## config.mk

```make
export PLATFORM = sky130hd
export DESIGN_NAME = ooo_core
export DESIGN_NICKNAME = d
export VERILOG_FILES = /design/src/hdl/ooo_pkg.sv /design/src/hdl/cdb_arbiter.sv /design/src/hdl/dispatch.sv /design/src/hdl/ooo_core.sv /design/src/hdl/regfile.sv /design/src/hdl/reservation_station.sv /design/src/hdl/rob.sv
export VERILOG_INCLUDE_DIRS = /design/src /design/src/hdl
export SDC_FILE = /design/constraint.sdc
export NUM_CORES = 2
export LEC_CHECK = 0
export BUFFER_PORTS_ARGS = -buffer_cell sky130_fd_sc_hd__buf_2
export CELL_PAD_IN_SITES_DETAIL_PLACEMENT = 2
export CELL_PAD_IN_SITES_GLOBAL_PLACEMENT = 2
export CORE_MARGIN = 4
export CORE_UTILIZATION = 34
export DETAILED_ROUTE_END_ITERATION = 8
export GPL_ROUTABILITY_DRIVEN = 0
export PLACE_DENSITY = 0.62
export SYNTH_ARGS = -nofsm -noshare
export SYNTH_HDL_FRONTEND = slang
export SYNTH_SLANG_ARGS = --single-unit
```

## constraint.sdc

```tcl
create_clock -name clk -period 15.27 [get_ports clk]
set_input_delay 1.527 -clock clk [delete_from_list [all_inputs] [get_ports clk]]
set_output_delay 1.527 -clock clk [all_outputs]
set_load 0.02 [all_outputs]
```

## src/hdl/ooo_params.svh

```systemverilog
`ifndef OOO_PARAMS_SVH
`define OOO_PARAMS_SVH

// architectural registers, index is 4 bits
`define OOO_NUM_REGS 16

// reorder buffer entries, one tag per entry
`define OOO_ROB_DEPTH 8

// entries in each reservation station
`define OOO_RS_DEPTH 4

`endif

```

## src/hdl/ooo_pkg.sv

```systemverilog
`default_nettype none

`include "ooo_params.svh"

package ooo_pkg;

    typedef logic [$clog2(`OOO_NUM_REGS)-1:0] reg_idx_t;
    typedef logic [$clog2(`OOO_ROB_DEPTH)-1:0] rob_tag_t;

    // shifts take the low 5 bits of b, slt is signed
    typedef enum logic [2:0] {
        ADD = 3'd0,
        SUB = 3'd1,
        AND = 3'd2,
        OR  = 3'd3,
        XOR = 3'd4,
        SLL = 3'd5,
        SRL = 3'd6,
        SLT = 3'd7
    } alu_op_t;

    typedef struct packed {
        alu_op_t     op;
        reg_idx_t    rd;
        reg_idx_t    rs1;
        reg_idx_t    rs2;
        logic        use_imm;
        logic [31:0] imm;
    } uop_t;

    // value is only meaningful when valid, otherwise wait on tag
    typedef struct packed {
        logic        valid;
        rob_tag_t    tag;
        logic [31:0] value;
    } operand_t;

    typedef struct packed {
        alu_op_t  op;
        rob_tag_t dst_tag;
        operand_t src1;
        operand_t src2;
    } rs_entry_t;

    typedef struct packed {
        logic        valid;
        rob_tag_t    tag;
        logic [31:0] data;
    } cdb_t;

    typedef struct packed {
        reg_idx_t    rd;
        logic [31:0] data;
    } commit_t;

endpackage

`default_nettype wire

```

## src/hdl/cdb_arbiter.sv

```systemverilog
`default_nettype none

module cdb_arbiter (
    input  ooo_pkg::cdb_t req0_i,
    input  ooo_pkg::cdb_t req1_i,
    output logic          grant0_o,
    output logic          grant1_o,
    output ooo_pkg::cdb_t cdb_o
);
    // station 0 always wins a tie
    assign grant0_o = req0_i.valid;
    assign grant1_o = req1_i.valid && !req0_i.valid;

    always_comb begin
        if (grant0_o) begin
            cdb_o = req0_i;
        end else if (grant1_o) begin
            cdb_o = req1_i;
        end else begin
            // idle bus
            cdb_o = '0;
        end
    end

endmodule

`default_nettype wire

```

## src/hdl/dispatch.sv

```systemverilog
`default_nettype none

module dispatch (
    input  wire                 uop_valid_i,
    input  ooo_pkg::uop_t       uop_i,
    output logic                uop_ready_o,
    output ooo_pkg::reg_idx_t   src1_o,
    output ooo_pkg::reg_idx_t   src2_o,
    input  ooo_pkg::operand_t   rf_op1_i,
    input  ooo_pkg::operand_t   rf_op2_i,
    output ooo_pkg::rob_tag_t   rob_query1_o,
    output ooo_pkg::rob_tag_t   rob_query2_o,
    input  wire                 rob_done1_i,
    input  wire                 rob_done2_i,
    input  wire [31:0]          rob_value1_i,
    input  wire [31:0]          rob_value2_i,
    input  ooo_pkg::cdb_t       cdb_i,
    input  wire                 rob_full_i,
    input  ooo_pkg::rob_tag_t   rob_tail_i,
    output logic                alloc_o,
    output ooo_pkg::reg_idx_t   alloc_rd_o,
    input  wire [1:0]           rs_free_i,
    output logic [1:0]          rs_load_o,
    output ooo_pkg::rs_entry_t  rs_entry_o
);
    import ooo_pkg::*;

    // register file first, then a finished rob entry, then this cycle's bus
    function automatic operand_t resolve(operand_t rf, logic done, logic [31:0] rob_value,
                                         cdb_t cdb);
        operand_t op;
        op = rf;
        if (!rf.valid) begin
            if (done) begin
                op.valid = 1'b1;
                op.value = rob_value;
            end else if (cdb.valid && cdb.tag == rf.tag) begin
                op.valid = 1'b1;
                op.value = cdb.data;
            end
        end
        return op;
    endfunction

    assign src1_o       = uop_i.rs1;
    assign src2_o       = uop_i.rs2;
    assign rob_query1_o = rf_op1_i.tag;
    assign rob_query2_o = rf_op2_i.tag;

    assign uop_ready_o = !rob_full_i && (rs_free_i != 2'b00);
    assign alloc_o     = uop_valid_i && uop_ready_o;
    assign alloc_rd_o  = uop_i.rd;

    // station 0 preferred, station 1 only when 0 is full
    assign rs_load_o[0] = alloc_o && rs_free_i[0];
    assign rs_load_o[1] = alloc_o && !rs_free_i[0];

    always_comb begin
        rs_entry_o.op      = uop_i.op;
        rs_entry_o.dst_tag = rob_tail_i;
        rs_entry_o.src1    = resolve(rf_op1_i, rob_done1_i, rob_value1_i, cdb_i);
        if (uop_i.use_imm) begin
            rs_entry_o.src2.valid = 1'b1;
            rs_entry_o.src2.tag   = '0;
            rs_entry_o.src2.value = uop_i.imm;
        end else begin
            rs_entry_o.src2 = resolve(rf_op2_i, rob_done2_i, rob_value2_i, cdb_i);
        end
    end

endmodule

`default_nettype wire

```

## src/hdl/ooo_core.sv

```systemverilog
`default_nettype none

module ooo_core (
    input  wire              clk,
    input  wire              arst_n_i,
    input  wire              uop_valid_i,
    input  ooo_pkg::uop_t    uop_i,
    output logic             uop_ready_o,
    output logic             commit_valid_o,
    output ooo_pkg::commit_t commit_o,
    input  wire              commit_ready_i
);
    import ooo_pkg::*;

    reg_idx_t    src1;
    reg_idx_t    src2;
    operand_t    rf_op1;
    operand_t    rf_op2;
    rob_tag_t    rob_query1;
    rob_tag_t    rob_query2;
    logic        rob_done1;
    logic        rob_done2;
    logic [31:0] rob_value1;
    logic [31:0] rob_value2;
    logic        rob_full;
    rob_tag_t    rob_tail;
    rob_tag_t    rob_head;
    logic        alloc;
    reg_idx_t    alloc_rd;
    logic [1:0]  rs_free;
    logic [1:0]  rs_load;
    rs_entry_t   rs_entry;
    cdb_t        req0;
    cdb_t        req1;
    logic        grant0;
    logic        grant1;
    cdb_t        cdb;

    dispatch dispatch (
        .uop_valid_i (uop_valid_i),
        .uop_i       (uop_i),
        .uop_ready_o (uop_ready_o),
        .src1_o      (src1),
        .src2_o      (src2),
        .rf_op1_i    (rf_op1),
        .rf_op2_i    (rf_op2),
        .rob_query1_o(rob_query1),
        .rob_query2_o(rob_query2),
        .rob_done1_i (rob_done1),
        .rob_done2_i (rob_done2),
        .rob_value1_i(rob_value1),
        .rob_value2_i(rob_value2),
        .cdb_i       (cdb),
        .rob_full_i  (rob_full),
        .rob_tail_i  (rob_tail),
        .alloc_o     (alloc),
        .alloc_rd_o  (alloc_rd),
        .rs_free_i   (rs_free),
        .rs_load_o   (rs_load),
        .rs_entry_o  (rs_entry)
    );

    // head retires into the registers on the commit handshake
    regfile regfile (
        .clk          (clk),
        .arst_n_i     (arst_n_i),
        .src1_i       (src1),
        .src2_i       (src2),
        .op1_o        (rf_op1),
        .op2_o        (rf_op2),
        .alloc_i      (alloc),
        .alloc_rd_i   (alloc_rd),
        .alloc_tag_i  (rob_tail),
        .commit_i     (commit_valid_o & commit_ready_i),
        .commit_tag_i (rob_head),
        .commit_data_i(commit_o)
    );

    rob rob (
        .clk           (clk),
        .arst_n_i      (arst_n_i),
        .alloc_i       (alloc),
        .alloc_rd_i    (alloc_rd),
        .tail_o        (rob_tail),
        .full_o        (rob_full),
        .cdb_i         (cdb),
        .query1_i      (rob_query1),
        .query2_i      (rob_query2),
        .done1_o       (rob_done1),
        .done2_o       (rob_done2),
        .value1_o      (rob_value1),
        .value2_o      (rob_value2),
        .commit_valid_o(commit_valid_o),
        .commit_o      (commit_o),
        .head_o        (rob_head),
        .commit_ready_i(commit_ready_i)
    );

    reservation_station rs0 (
        .clk     (clk),
        .arst_n_i(arst_n_i),
        .load_i  (rs_load[0]),
        .entry_i (rs_entry),
        .free_o  (rs_free[0]),
        .cdb_i   (cdb),
        .req_o   (req0),
        .grant_i (grant0)
    );

    reservation_station rs1 (
        .clk     (clk),
        .arst_n_i(arst_n_i),
        .load_i  (rs_load[1]),
        .entry_i (rs_entry),
        .free_o  (rs_free[1]),
        .cdb_i   (cdb),
        .req_o   (req1),
        .grant_i (grant1)
    );

    cdb_arbiter cdb_arbiter (
        .req0_i  (req0),
        .req1_i  (req1),
        .grant0_o(grant0),
        .grant1_o(grant1),
        .cdb_o   (cdb)
    );

endmodule

`default_nettype wire

```

## src/hdl/regfile.sv

```systemverilog
`default_nettype none

`include "ooo_params.svh"

module regfile (
    input  wire                 clk,
    input  wire                 arst_n_i,
    input  ooo_pkg::reg_idx_t   src1_i,
    input  ooo_pkg::reg_idx_t   src2_i,
    output ooo_pkg::operand_t   op1_o,
    output ooo_pkg::operand_t   op2_o,
    input  wire                 alloc_i,
    input  ooo_pkg::reg_idx_t   alloc_rd_i,
    input  ooo_pkg::rob_tag_t   alloc_tag_i,
    input  wire                 commit_i,
    input  ooo_pkg::rob_tag_t   commit_tag_i,
    input  ooo_pkg::commit_t    commit_data_i
);
    import ooo_pkg::*;

    logic [31:0]              value_q [`OOO_NUM_REGS];
    logic [`OOO_NUM_REGS-1:0] busy_q;
    rob_tag_t                 tag_q [`OOO_NUM_REGS];

    // r0 is never allocated or written, so it reads as ready zero
    function automatic operand_t read_reg(reg_idx_t idx);
        operand_t op;
        op.valid = ~busy_q[idx];
        op.tag   = tag_q[idx];
        op.value = value_q[idx];
        return op;
    endfunction

    always_comb begin
        op1_o = read_reg(src1_i);
        op2_o = read_reg(src2_i);
    end

    always_ff @(posedge clk or negedge arst_n_i) begin
        if (!arst_n_i) begin
            busy_q <= '0;
            for (int i = 0; i < `OOO_NUM_REGS; i++) begin
                value_q[i] <= '0;
            end
        end else begin
            if (commit_i) begin
                if (commit_data_i.rd != '0) begin
                    value_q[commit_data_i.rd] <= commit_data_i.data;
                end
                // a younger producer keeps the register busy
                if (tag_q[commit_data_i.rd] == commit_tag_i) begin
                    busy_q[commit_data_i.rd] <= 1'b0;
                end
            end
            // allocation comes last so it wins over a same-edge commit
            if (alloc_i && alloc_rd_i != '0) begin
                busy_q[alloc_rd_i] <= 1'b1;
            end
        end
    end

    always_ff @(posedge clk) begin
        if (alloc_i && alloc_rd_i != '0) begin
            tag_q[alloc_rd_i] <= alloc_tag_i;
        end
    end

endmodule

`default_nettype wire

```

## src/hdl/reservation_station.sv

```systemverilog
`default_nettype none

`include "ooo_params.svh"

module reservation_station (
    input  wire                 clk,
    input  wire                 arst_n_i,
    input  wire                 load_i,
    input  ooo_pkg::rs_entry_t  entry_i,
    output logic                free_o,
    input  ooo_pkg::cdb_t       cdb_i,
    output ooo_pkg::cdb_t       req_o,
    input  wire                 grant_i
);
    import ooo_pkg::*;

    localparam int depth = `OOO_RS_DEPTH;
    localparam int idx_w = $clog2(depth);
    // no entry outlives a full rob of allocations, so this width never wraps onto a live one
    localparam int stamp_w = $clog2(`OOO_ROB_DEPTH) + 1;

    rs_entry_t          entry_q [depth];
    logic [stamp_w-1:0] stamp_q [depth];
    logic [depth-1:0]   busy_q;
    logic [stamp_w-1:0] alloc_cnt_q;

    logic               res_valid_q;
    rob_tag_t           res_tag_q;
    logic [31:0]        res_data_q;

    logic [idx_w-1:0]   load_idx;
    logic [idx_w-1:0]   issue_idx;
    logic               issue_ok;
    logic               can_issue;
    logic [stamp_w-1:0] best_age;
    logic [stamp_w-1:0] cur_age;
    logic [31:0]        alu_result;

    function automatic logic [31:0] alu_exec(alu_op_t op, logic [31:0] a, logic [31:0] b);
        case (op)
            ADD:     return a + b;
            SUB:     return a - b;
            AND:     return a & b;
            OR:      return a | b;
            XOR:     return a ^ b;
            SLL:     return a << b[4:0];
            SRL:     return a >> b[4:0];
            default: return {31'b0, $signed(a) < $signed(b)};
        endcase
    endfunction

    // lowest free slot takes the next load
    always_comb begin
        free_o   = 1'b0;
        load_idx = '0;
        for (int i = depth - 1; i >= 0; i--) begin
            if (!busy_q[i]) begin
                free_o   = 1'b1;
                load_idx = idx_w'(i);
            end
        end
    end

    // oldest ready entry, age counted in allocations since it arrived
    always_comb begin
        issue_ok  = 1'b0;
        issue_idx = '0;
        best_age  = '0;
        cur_age   = '0;
        for (int i = 0; i < depth; i++) begin
            cur_age = alloc_cnt_q - stamp_q[i];
            if (busy_q[i] && entry_q[i].src1.valid && entry_q[i].src2.valid &&
                (!issue_ok || cur_age > best_age)) begin
                issue_ok  = 1'b1;
                issue_idx = idx_w'(i);
                best_age  = cur_age;
            end
        end
    end

    // stall while an ungranted result is still held
    assign can_issue  = issue_ok && (!res_valid_q || grant_i);
    assign alu_result = alu_exec(entry_q[issue_idx].op, entry_q[issue_idx].src1.value,
                                 entry_q[issue_idx].src2.value);

    always_comb begin
        req_o.valid = res_valid_q;
        req_o.tag   = res_tag_q;
        req_o.data  = res_data_q;
    end

    always_ff @(posedge clk or negedge arst_n_i) begin
        if (!arst_n_i) begin
            busy_q      <= '0;
            alloc_cnt_q <= '0;
            res_valid_q <= 1'b0;
        end else begin
            if (can_issue) begin
                busy_q[issue_idx] <= 1'b0;
                res_valid_q       <= 1'b1;
            end else if (grant_i) begin
                res_valid_q <= 1'b0;
            end
            if (load_i) begin
                busy_q[load_idx] <= 1'b1;
                alloc_cnt_q      <= alloc_cnt_q + 1'b1;
            end
        end
    end

    always_ff @(posedge clk) begin
        // capture waiting operands off the bus
        for (int i = 0; i < depth; i++) begin
            if (busy_q[i] && cdb_i.valid) begin
                if (!entry_q[i].src1.valid && entry_q[i].src1.tag == cdb_i.tag) begin
                    entry_q[i].src1.valid <= 1'b1;
                    entry_q[i].src1.value <= cdb_i.data;
                end
                if (!entry_q[i].src2.valid && entry_q[i].src2.tag == cdb_i.tag) begin
                    entry_q[i].src2.valid <= 1'b1;
                    entry_q[i].src2.value <= cdb_i.data;
                end
            end
        end
        if (load_i) begin
            entry_q[load_idx] <= entry_i;
            stamp_q[load_idx] <= alloc_cnt_q;
        end
        if (can_issue) begin
            res_tag_q  <= entry_q[issue_idx].dst_tag;
            res_data_q <= alu_result;
        end
    end

endmodule

`default_nettype wire

```

## src/hdl/rob.sv

```systemverilog
`default_nettype none

`include "ooo_params.svh"

module rob (
    input  wire                 clk,
    input  wire                 arst_n_i,
    input  wire                 alloc_i,
    input  ooo_pkg::reg_idx_t   alloc_rd_i,
    output ooo_pkg::rob_tag_t   tail_o,
    output logic                full_o,
    input  ooo_pkg::cdb_t       cdb_i,
    input  ooo_pkg::rob_tag_t   query1_i,
    input  ooo_pkg::rob_tag_t   query2_i,
    output logic                done1_o,
    output logic                done2_o,
    output logic [31:0]         value1_o,
    output logic [31:0]         value2_o,
    output logic                commit_valid_o,
    output ooo_pkg::commit_t    commit_o,
    output ooo_pkg::rob_tag_t   head_o,
    input  wire                 commit_ready_i
);
    import ooo_pkg::*;

    localparam int depth = `OOO_ROB_DEPTH;
    localparam int cnt_w = $clog2(depth + 1);

    reg_idx_t         rd_q [depth];
    logic [31:0]      value_q [depth];
    logic [depth-1:0] done_q;
    rob_tag_t         head_q;
    rob_tag_t         tail_q;
    logic [cnt_w-1:0] count_q;
    logic             commit_fire;

    assign tail_o = tail_q;
    assign head_o = head_q;
    assign full_o = (count_q == cnt_w'(depth));

    // operand lookups from dispatch
    assign done1_o  = done_q[query1_i];
    assign done2_o  = done_q[query2_i];
    assign value1_o = value_q[query1_i];
    assign value2_o = value_q[query2_i];

    assign commit_valid_o = (count_q != '0) && done_q[head_q];
    assign commit_o.rd    = rd_q[head_q];
    assign commit_o.data  = value_q[head_q];
    assign commit_fire    = commit_valid_o && commit_ready_i;

    always_ff @(posedge clk or negedge arst_n_i) begin
        if (!arst_n_i) begin
            done_q  <= '0;
            head_q  <= '0;
            tail_q  <= '0;
            count_q <= '0;
        end else begin
            if (alloc_i) begin
                done_q[tail_q] <= 1'b0;
                tail_q         <= tail_q + 1'b1;
            end
            // bus never carries the free tail or the done head
            if (cdb_i.valid) begin
                done_q[cdb_i.tag] <= 1'b1;
            end
            if (commit_fire) begin
                done_q[head_q] <= 1'b0;
                head_q         <= head_q + 1'b1;
            end
            case ({alloc_i, commit_fire})
                2'b10:   count_q <= count_q + 1'b1;
                2'b01:   count_q <= count_q - 1'b1;
                default: count_q <= count_q;
            endcase
        end
    end

    always_ff @(posedge clk) begin
        if (alloc_i) begin
            rd_q[tail_q] <= alloc_rd_i;
        end
        if (cdb_i.valid) begin
            value_q[cdb_i.tag] <= cdb_i.data;
        end
    end

endmodule

`default_nettype wire

```

## Word-level counts from Yosys, hierarchy flattened

Memories as Yosys holds them, arrays and structs flattened.
Cells that the tools add are included.

- Add/subtract/negate cells: 18
- Magnitude comparators: 34
- Eq/ne operators: 34
- Shift-type cells: 4
- Muxes and demuxes: 162
- Bitwise gates (word level): 26
- Reductions and logical operators: 109

Operators by type and width:

| operator | count |
|---|---|
| $bwmux 512 | 1 |
| $pmux 32 s7 | 2 |
| $mux 32 | 11 |
| $bmux 32 s4 | 2 |
| $demux 32 s4 | 1 |
| $mux 36 | 3 |
| $mux 1 | 99 |
| $logic_and 1x1->1 | 67 |
| $add 32x32->32 | 2 |
| $and 32x32->32 | 2 |
| $lt 32x32->1 | 2 |
| $or 32x32->32 | 2 |
| $shl 32x5->32 | 2 |
| $shr 32x5->32 | 2 |
| $sub 32x32->32 | 2 |
| $xor 32x32->32 | 2 |
| $eq 3x3->1 | 19 |
| $mux 16 | 3 |
| $mux 4 | 10 |
| $sub 4x4->4 | 8 |
| $logic_not 1->1 | 26 |
| $gt 4x4->1 | 6 |
| $mux 2 | 12 |
| $mux 8 | 3 |
| other kinds (40) | 98 |

- Register bits after elaboration: 634
- Memory bits (writable): 992
- Input bits: 52
- Output and inout bits: 38
- Logic and storage cells: 425
- Memories: 7

Memory list:

| name | words | bits a word | read ports | clocked after memory_dff | wr ports | line | RTL |
|---|---|---|---|---|---|---|---|
| rs0.entry_q | 4 | 78 | 5 | 0 | 5 | reservation_station.sv:22 | `rs_entry_t entry_q [depth];` |
| rs1.entry_q | 4 | 78 | 5 | 0 | 5 | reservation_station.sv:22 |  |
| rob.value_q | 8 | 32 | 3 | 0 | 1 | rob.sv:30 | `logic [31:0] value_q [depth];` |
| regfile.tag_q | 16 | 3 | 3 | 0 | 1 | regfile.sv:23 | `` rob_tag_t tag_q [`OOO_NUM_REGS]; `` |
| rob.rd_q | 8 | 4 | 1 | 0 | 1 | rob.sv:29 | `reg_idx_t rd_q [depth];` |
| rs0.stamp_q | 4 | 4 | 4 | 0 | 1 | reservation_station.sv:23 | `logic [stamp_w-1:0] stamp_q [depth];` |
| 1 more memories | n/a | n/a | n/a | n/a | n/a | n/a |  |

## Logic depth before layout (Yosys ltp)

An unclocked memory read counts as a cell.

- Word-level depth: 25
- Gate-level depth with buffers: 57
- Depth with buffers taken out: 45

## By module

Synthesis repeated with hierarchy kept, for this count alone.

- Cell total of the unflattened synthesis: 8,659
- Area, all modules: 100,196.1 µm²

Modules (own cells, without submodules):

| module | times used | cells an instance | area an instance (µm²) | seq. area each (µm²) |
|---|---|---|---|---|
| regfile | 1 | 1,771 | 30,130.1 | 14,654.1 |
| reservation_station (rs0) | 1 | 2,937 | 25,953.6 | 11,045.6 |
| reservation_station (rs1) | 1 | 2,775 | 25,360.6 | 11,045.6 |
| rob | 1 | 770 | 15,722.6 | 9,098.7 |
| dispatch | 1 | 359 | 2,617.5 | 0.0 |
| cdb_arbiter | 1 | 46 | 405.4 | 0.0 |
| ooo_core | 1 | 1 | 6.3 | 0.0 |

## Worst setup path after synthesis

OpenSTA, ideal clock, no wires.

- Path kind: register to register
- From: register rs0.alloc_cnt_q[0]
- To: register rs0.res_data_q[24] (data pin)
- Setup time: 263 ps
- Data arrival time: 10,752 ps
- Data required time: 15,007 ps
- Setup slack: 4,255 ps
- Cell stages (with the launch flop): 55
- Path buffers: 13
- Clock period less this slack: 11,015 ps
- Cells stage by stage: dfrtp_1 inv_1 ha_1 inv_1 fa_1 nand2_1 ha_1 nor2b_1 o21a_1 o21ai_0 a21o_1 buf_2 buf_1 buf_2 buf_1 nand2_1 o21ai_0 ha_1 [19 not listed] o22a_1 buf_2 clkbuf_1 clkbuf_1 inv_1 ha_1 a21o_1 a21oi_1 o21ai_0 a2111oi_0 o21ai_0 a31oi_1 o21ai_0 a41oi_1 o21bai_1 a211oi_1 xnor2_1 a2111o_1

- Longest elaborated chain between the ends: 17
- Elaborated cells on any way between the ends: 39
- Classes of those cells: 6 x add/sub; 3 x order compare; 6 x eq/ne; 2 x shift; 9 x mux; 3 x bitwise; 9 x reduce/logical; 1 x memory

Ends and longest elaborated chain:

| element | line | RTL |
|---|---|---|
| from (decl) | reservation_station.sv:25 | `logic [stamp_w-1:0] alloc_cnt_q;` |
| from (signal assigned) | reservation_station.sv:106 | `alloc_cnt_q <= alloc_cnt_q + 1'b1;` |
| $sub 4x4->4 | reservation_station.sv:71 | `cur_age = alloc_cnt_q - stamp_q[i];` |
| $mux 4 | reservation_station.sv:72 | `if (busy_q[i] && entry_q[i].src1.valid && entry_q[i].src2.valid &&` |
| $gt 4x4->1 | reservation_station.sv:73 | `(!issue_ok \|\| cur_age > best_age)) begin` |
| $logic_or 1x1->1 | reservation_station.sv:73 |  |
| $logic_and 1x1->1 | reservation_station.sv:72 |  |
| $mux 4 / $mux 1 (equally long branches) | reservation_station.sv:72 |  |
| $gt 4x4->1 / $logic_not 1->1 (equally long branches) | reservation_station.sv:73 |  |
| $logic_or 1x1->1 | reservation_station.sv:73 |  |
| $logic_and 1x1->1 | reservation_station.sv:72 |  |
| $mux 4 / $mux 1 (equally long branches) | reservation_station.sv:72 |  |
| $gt 4x4->1 / $logic_not 1->1 (equally long branches) | reservation_station.sv:73 |  |
| $logic_or 1x1->1 | reservation_station.sv:73 |  |
| $logic_and 1x1->1 | reservation_station.sv:72 |  |
| $mux 2 (*) | reservation_station.sv:72 |  |
| $mem_v2 4x78 (*) | n/a |  |
| $sub 32x32->32 (tied with other cells) | reservation_station.sv:42 | `SUB: return a - b;` |
| $pmux 32 s7 (*) | reservation_station.sv:40 | `case (op)` |
| to (signal assigned) | reservation_station.sv:131 | `res_data_q <= alu_result;` |
| to (decl) | reservation_station.sv:29 | `logic [31:0] res_data_q;` |

Mark *: on every way between the ends. The rest lies on a longest branch, timed or not.
A chain may end at the register's enable or synchronous reset.

## Worst setup path in the final report

Same ends and word-level chain as after synthesis.

==> summary.md <==
| Metric | Value |
|---|---|
| Status | completed |
| Number of flops mapped to enable cells by yosys | 1046 |
| Site Rows | roughly 200 |
| Syn Inst Count | 8783 |
| Area delta synth->final | 11.72% |
| Total CTS buffers | between 150 and 200 |
| Ys Warns | 0 |
| Vias in the first global route | slightly above 80k |
| CP Launch Type | flop |
| Tcrit/Tclk final | between 80% and 90% |
| Postcts setup bufs | 0 |
| Path type of the worst setup path | reg -> reg |
| Post-route antenna net violation count | 0 |
| FF-to-FF path depth | 45 |
| Root Buffer | clkbuf_16 |
| Detailed-placement wirelength estimate | roughly 280000 um |
| MaxCap Viol Count | 0 |
| Via density | roughly 6 |
| Grt total ovfl | 0 |
| CTS Sinks | 1626 |
| Max Fanout on Critical Path | 38 |
| Die width | approximately 540 um |
| Uppermost layer routed | met5 |
| Average cell area after synthesis | ~11 sq um |
| Critical path startpoint | rs0.alloc_cnt_q[0]$_DFFE_PN0P_ |
| Unique masters post-synth | slightly below 100 |
| Clk_skew | roughly 54 ps |
| RSZ-0062 raised after global routing | false |
| Die H | 540.9 um |
| Avg WL per Cell | ~33 um |
| Max Clk Rate | a little under 80 MHz |
| CP required | 15860 ps |
| Setup_tns | 0 ps |
| Post-synth ARST share | between 30% and 40% |
| R2r setup slk | roughly 2600 ps |
| Part of the Yosys area used for sequential elements | between 40% and 50% |
| Vias | approximately 76k |
| Post-synth top area share | between 30% and 40% |
| Top cell type by total area after synthesis | edfxtp_1 |
| PnR worst setup slack | around 2600 ps |
| Met2 wire len | between 200000 and 250000 um |
| Post-Route WL | around 420000 um |
| Reg2reg start | rs0.alloc_cnt_q[0]$_DFFE_PN0P_ |
| Setup Viol. Count Final | 0 |
| CP endpoint kind | flop |
| Relative slew slack | ~15% |
| Crit-path slowest cell | o21ai_4 |
| DIE AREA | approximately 300000 sq um |
| Hold/Removal Path Class | reg -> reg |
| Slew @ Worst Pin | 1268 ps |
| Mapped cell area | between 90000 and 100000 sq um |
| Yosys reg bits | between 1.5k and 2k |
| PostCTS Resize Cnt | 0 |
| H-tree depth | 4 |
| Worst-Skew Late Latency | between 800 and 900 ps |
| Hold_buf cts | 0 |
| # port buffers | around 90 |
| Clock transition at path regs | roughly 60 ps |
| Setup WS pre-CTS | 2847 ps |
| Max incr delay on CP | approximately 650 ps |
| Max-slew violation count | 0 |
| WL met1 | between 150000 and 200000 um |
| Area contributors post-synth | edfxtp_1 33%, dfrtp_1 15%, mux4_2 13% |
| Data arrival time of the worst path | approximately 13000 ps |
| Initial DRT Pass Iterations | 6 |
| Largest net degree at the start of global routing | 160 |
| Antenna violations before repair | 9 |
| Ratio of cells with drive above 1 in the final layout | around 18% |
| Post-layout min period | approximately 13000 ps |
| Starting Density | ~34% |
| Area of the core | 282500 sq um |
| Longest Clk Path Bufs | 4 |
| Drc violations | 0 |
| CTS tree | built |
| Global-route usage over all layers | 27.85% |
| CP dominant cell by count | o21ai_0 |
| IO Pins | 90 |
| DR iter-0 viols | 6511 |
| # nets final | around 8.9k |
| Fin. Hold Viols | 0 |
| Ys flop type | edfxtp_1 |
| Worst Setup EP | rs0.res_data_q[24]$_SDFFCE_PP0N_ |
| Hold Startpoint | regfile.value_q[503]$_DFFE_PN0P_ |
| Met3 wire len | about 19000 um |
| Fill count | approximately 30k |
| R2R Path End | rs0.res_data_q[24]$_SDFFCE_PP0N_ |
| First-pass GRT wire length | about 600000 um |
[area by class of cell]
class	count	area, sq um	area share [%]
Tap cell	3743	4683	4.341
Multi-Input combinational cell	6098	47100	43.66
Clock inverter	97	1013	0.9395
Timing Repair Buffer	378	2686	2.490
Clock buffer	254	5419	5.024
Sequential cell	1626	45860	42.51
Antenna cell	1	2.502	0.002320
Inverter	291	1110	1.029
[sequential cells by signal, indices dropped and copies added, names as in the netlist, 4 cells and up]
register / count
rs0.busy_q: 4
rs1.stamp_q: 16
rob.value_q: 256
rs0.res_data_q: 32
rs1.busy_q: 4
regfile.tag_q: 48
rs1.entry_q: 312
rob.rd_q: 32
regfile.value_q: 512
rs0.alloc_cnt_q: 4
rob.count_q: 4
rob.done_q: 8
rs0.entry_q: 312
rs1.res_data_q: 32
regfile.busy_q: 16
rs1.alloc_cnt_q: 4
rs0.stamp_q: 16
[cell families after synthesis]
family | share of synthesized area, %
mux | 17.49
other cells | 0.003884
simple gates | 9.579
compound gates | 16.31
buf+inv | 4.362
flops | 47.48
xor+xnor | 1.288
fa+ha+maj | 3.488
[how the worst min path moves through the flow]
stage,slack (ps),depth (start not counted),end
2_1_floorplan,440,1,regfile.value_q[480]$_DFFE_PN0P_
4_1_cts,400,0,regfile.value_q[497]$_DFFE_PN0P_
6_report,390,0,regfile.value_q[503]$_DFFE_PN0P_
3_5_place_dp,380,0,regfile.value_q[497]$_DFFE_PN0P_
3_3_place_gp,380,0,regfile.value_q[491]$_DFFE_PN0P_
5_1_grt,410,0,regfile.value_q[493]$_DFFE_PN0P_
[worst max-delay path, delay by kind of cell, from the launching register on]
kind / cells / cell delay (ps)
xor gates and xnor gates: 1 / 110
AOI/OAI and AO/OA: 24 / 6680
and+or+nand+nor: 7 / 1320
buffers and inverters: 6 / 1510
adders and majority gates: 7 / 2300
DFF: 1 / 440
[through the flow]
| step | hold WS [ps] | cells | area, sq um | util [%] |
|---|---|---|---|---|
| 5_1_grt | 413.1 | 12490 | 107900 | 38.18 |
| 6_report | 390.8 | 12490 | 107900 | 38.18 |
| 3_5_place_dp | 384.2 | 12140 | 101400 | 35.90 |
| 4_1_cts | 397.0 | 12490 | 107900 | 38.18 |
| 2_1_floorplan | 441.3 | 8785 | 96560 | - |
| 3_3_place_gp | 376.3 | 12140 | 101400 | 35.90 |
[Yosys cell counts (35+ instances only)]
cell / count
nor2_1: 1142
ha_1: 250
xnor2_1: 109
nand3_1: 78
edfxtp_1: 1046
nor2b_1: 46
nor4_1: 45
nand2_1: 464
clkbuf_1: 527
inv_1: 276
o21ai_0: 297
nand2b_1: 40
nor3_1: 144
a22o_1: 39
a21oi_2: 38
mux2_2: 95
o22ai_1: 103
o211ai_1: 79
o21bai_1: 37
a211oi_1: 108
buf_2: 99
o221a_2: 35
mux4_2: 546
dfrtp_1: 564
a21o_1: 78
buf_1: 120
a21oi_1: 1346
mux2i_1: 350
a31oi_1: 42
[cell usage in the layout, fill, tap and decap left out, drive strengths merged, types with 25 or more instances in the layout]
cell type | Yosys | layout
a211oi | 110 | 110
a21o | 78 | 78
a21oi | 1384 | 1384
a22o | 39 | 39
a22oi | 31 | 31
a2bb2oi | 25 | 25
a31oi | 42 | 42
and3 | 34 | 34
buf | 243 | 378
clkbuf | 527 | 254
clkinv | 2 | 70
dfrtp | 564 | 564
edfxtp | 1046 | 1046
ha | 250 | 250
inv | 289 | 291
mux2 | 95 | 95
mux2i | 351 | 351
mux4 | 546 | 546
nand2 | 465 | 465
nand2b | 41 | 41
nand3 | 80 | 80
nand4b | 33 | 33
nor2 | 1142 | 1142
nor2b | 46 | 46
nor3 | 148 | 148
nor4 | 48 | 48
o211ai | 79 | 79
o21a | 33 | 33
o21ai | 303 | 303
o21bai | 37 | 37
o221a | 35 | 35
o221ai | 34 | 34
o22ai | 135 | 135
xnor2 | 109 | 109
xor2 | 33 | 33
[routing by layer]
| metal | vias to the layer above | global-route usage, % |
|---|---|---|
| met3 | 656 | 2.767 |
| met1 | 40950 | 36.19 |
| met4 | 4 | 10.10 |
| met5 | - | 0 |
| li1 | 32590 | - |
| met2 | 2139 | 48.21 |
Power is left out: the tool's default activity adds up to more than one toggle a clock period on the data nets, which glitch-free logic cannot reach.
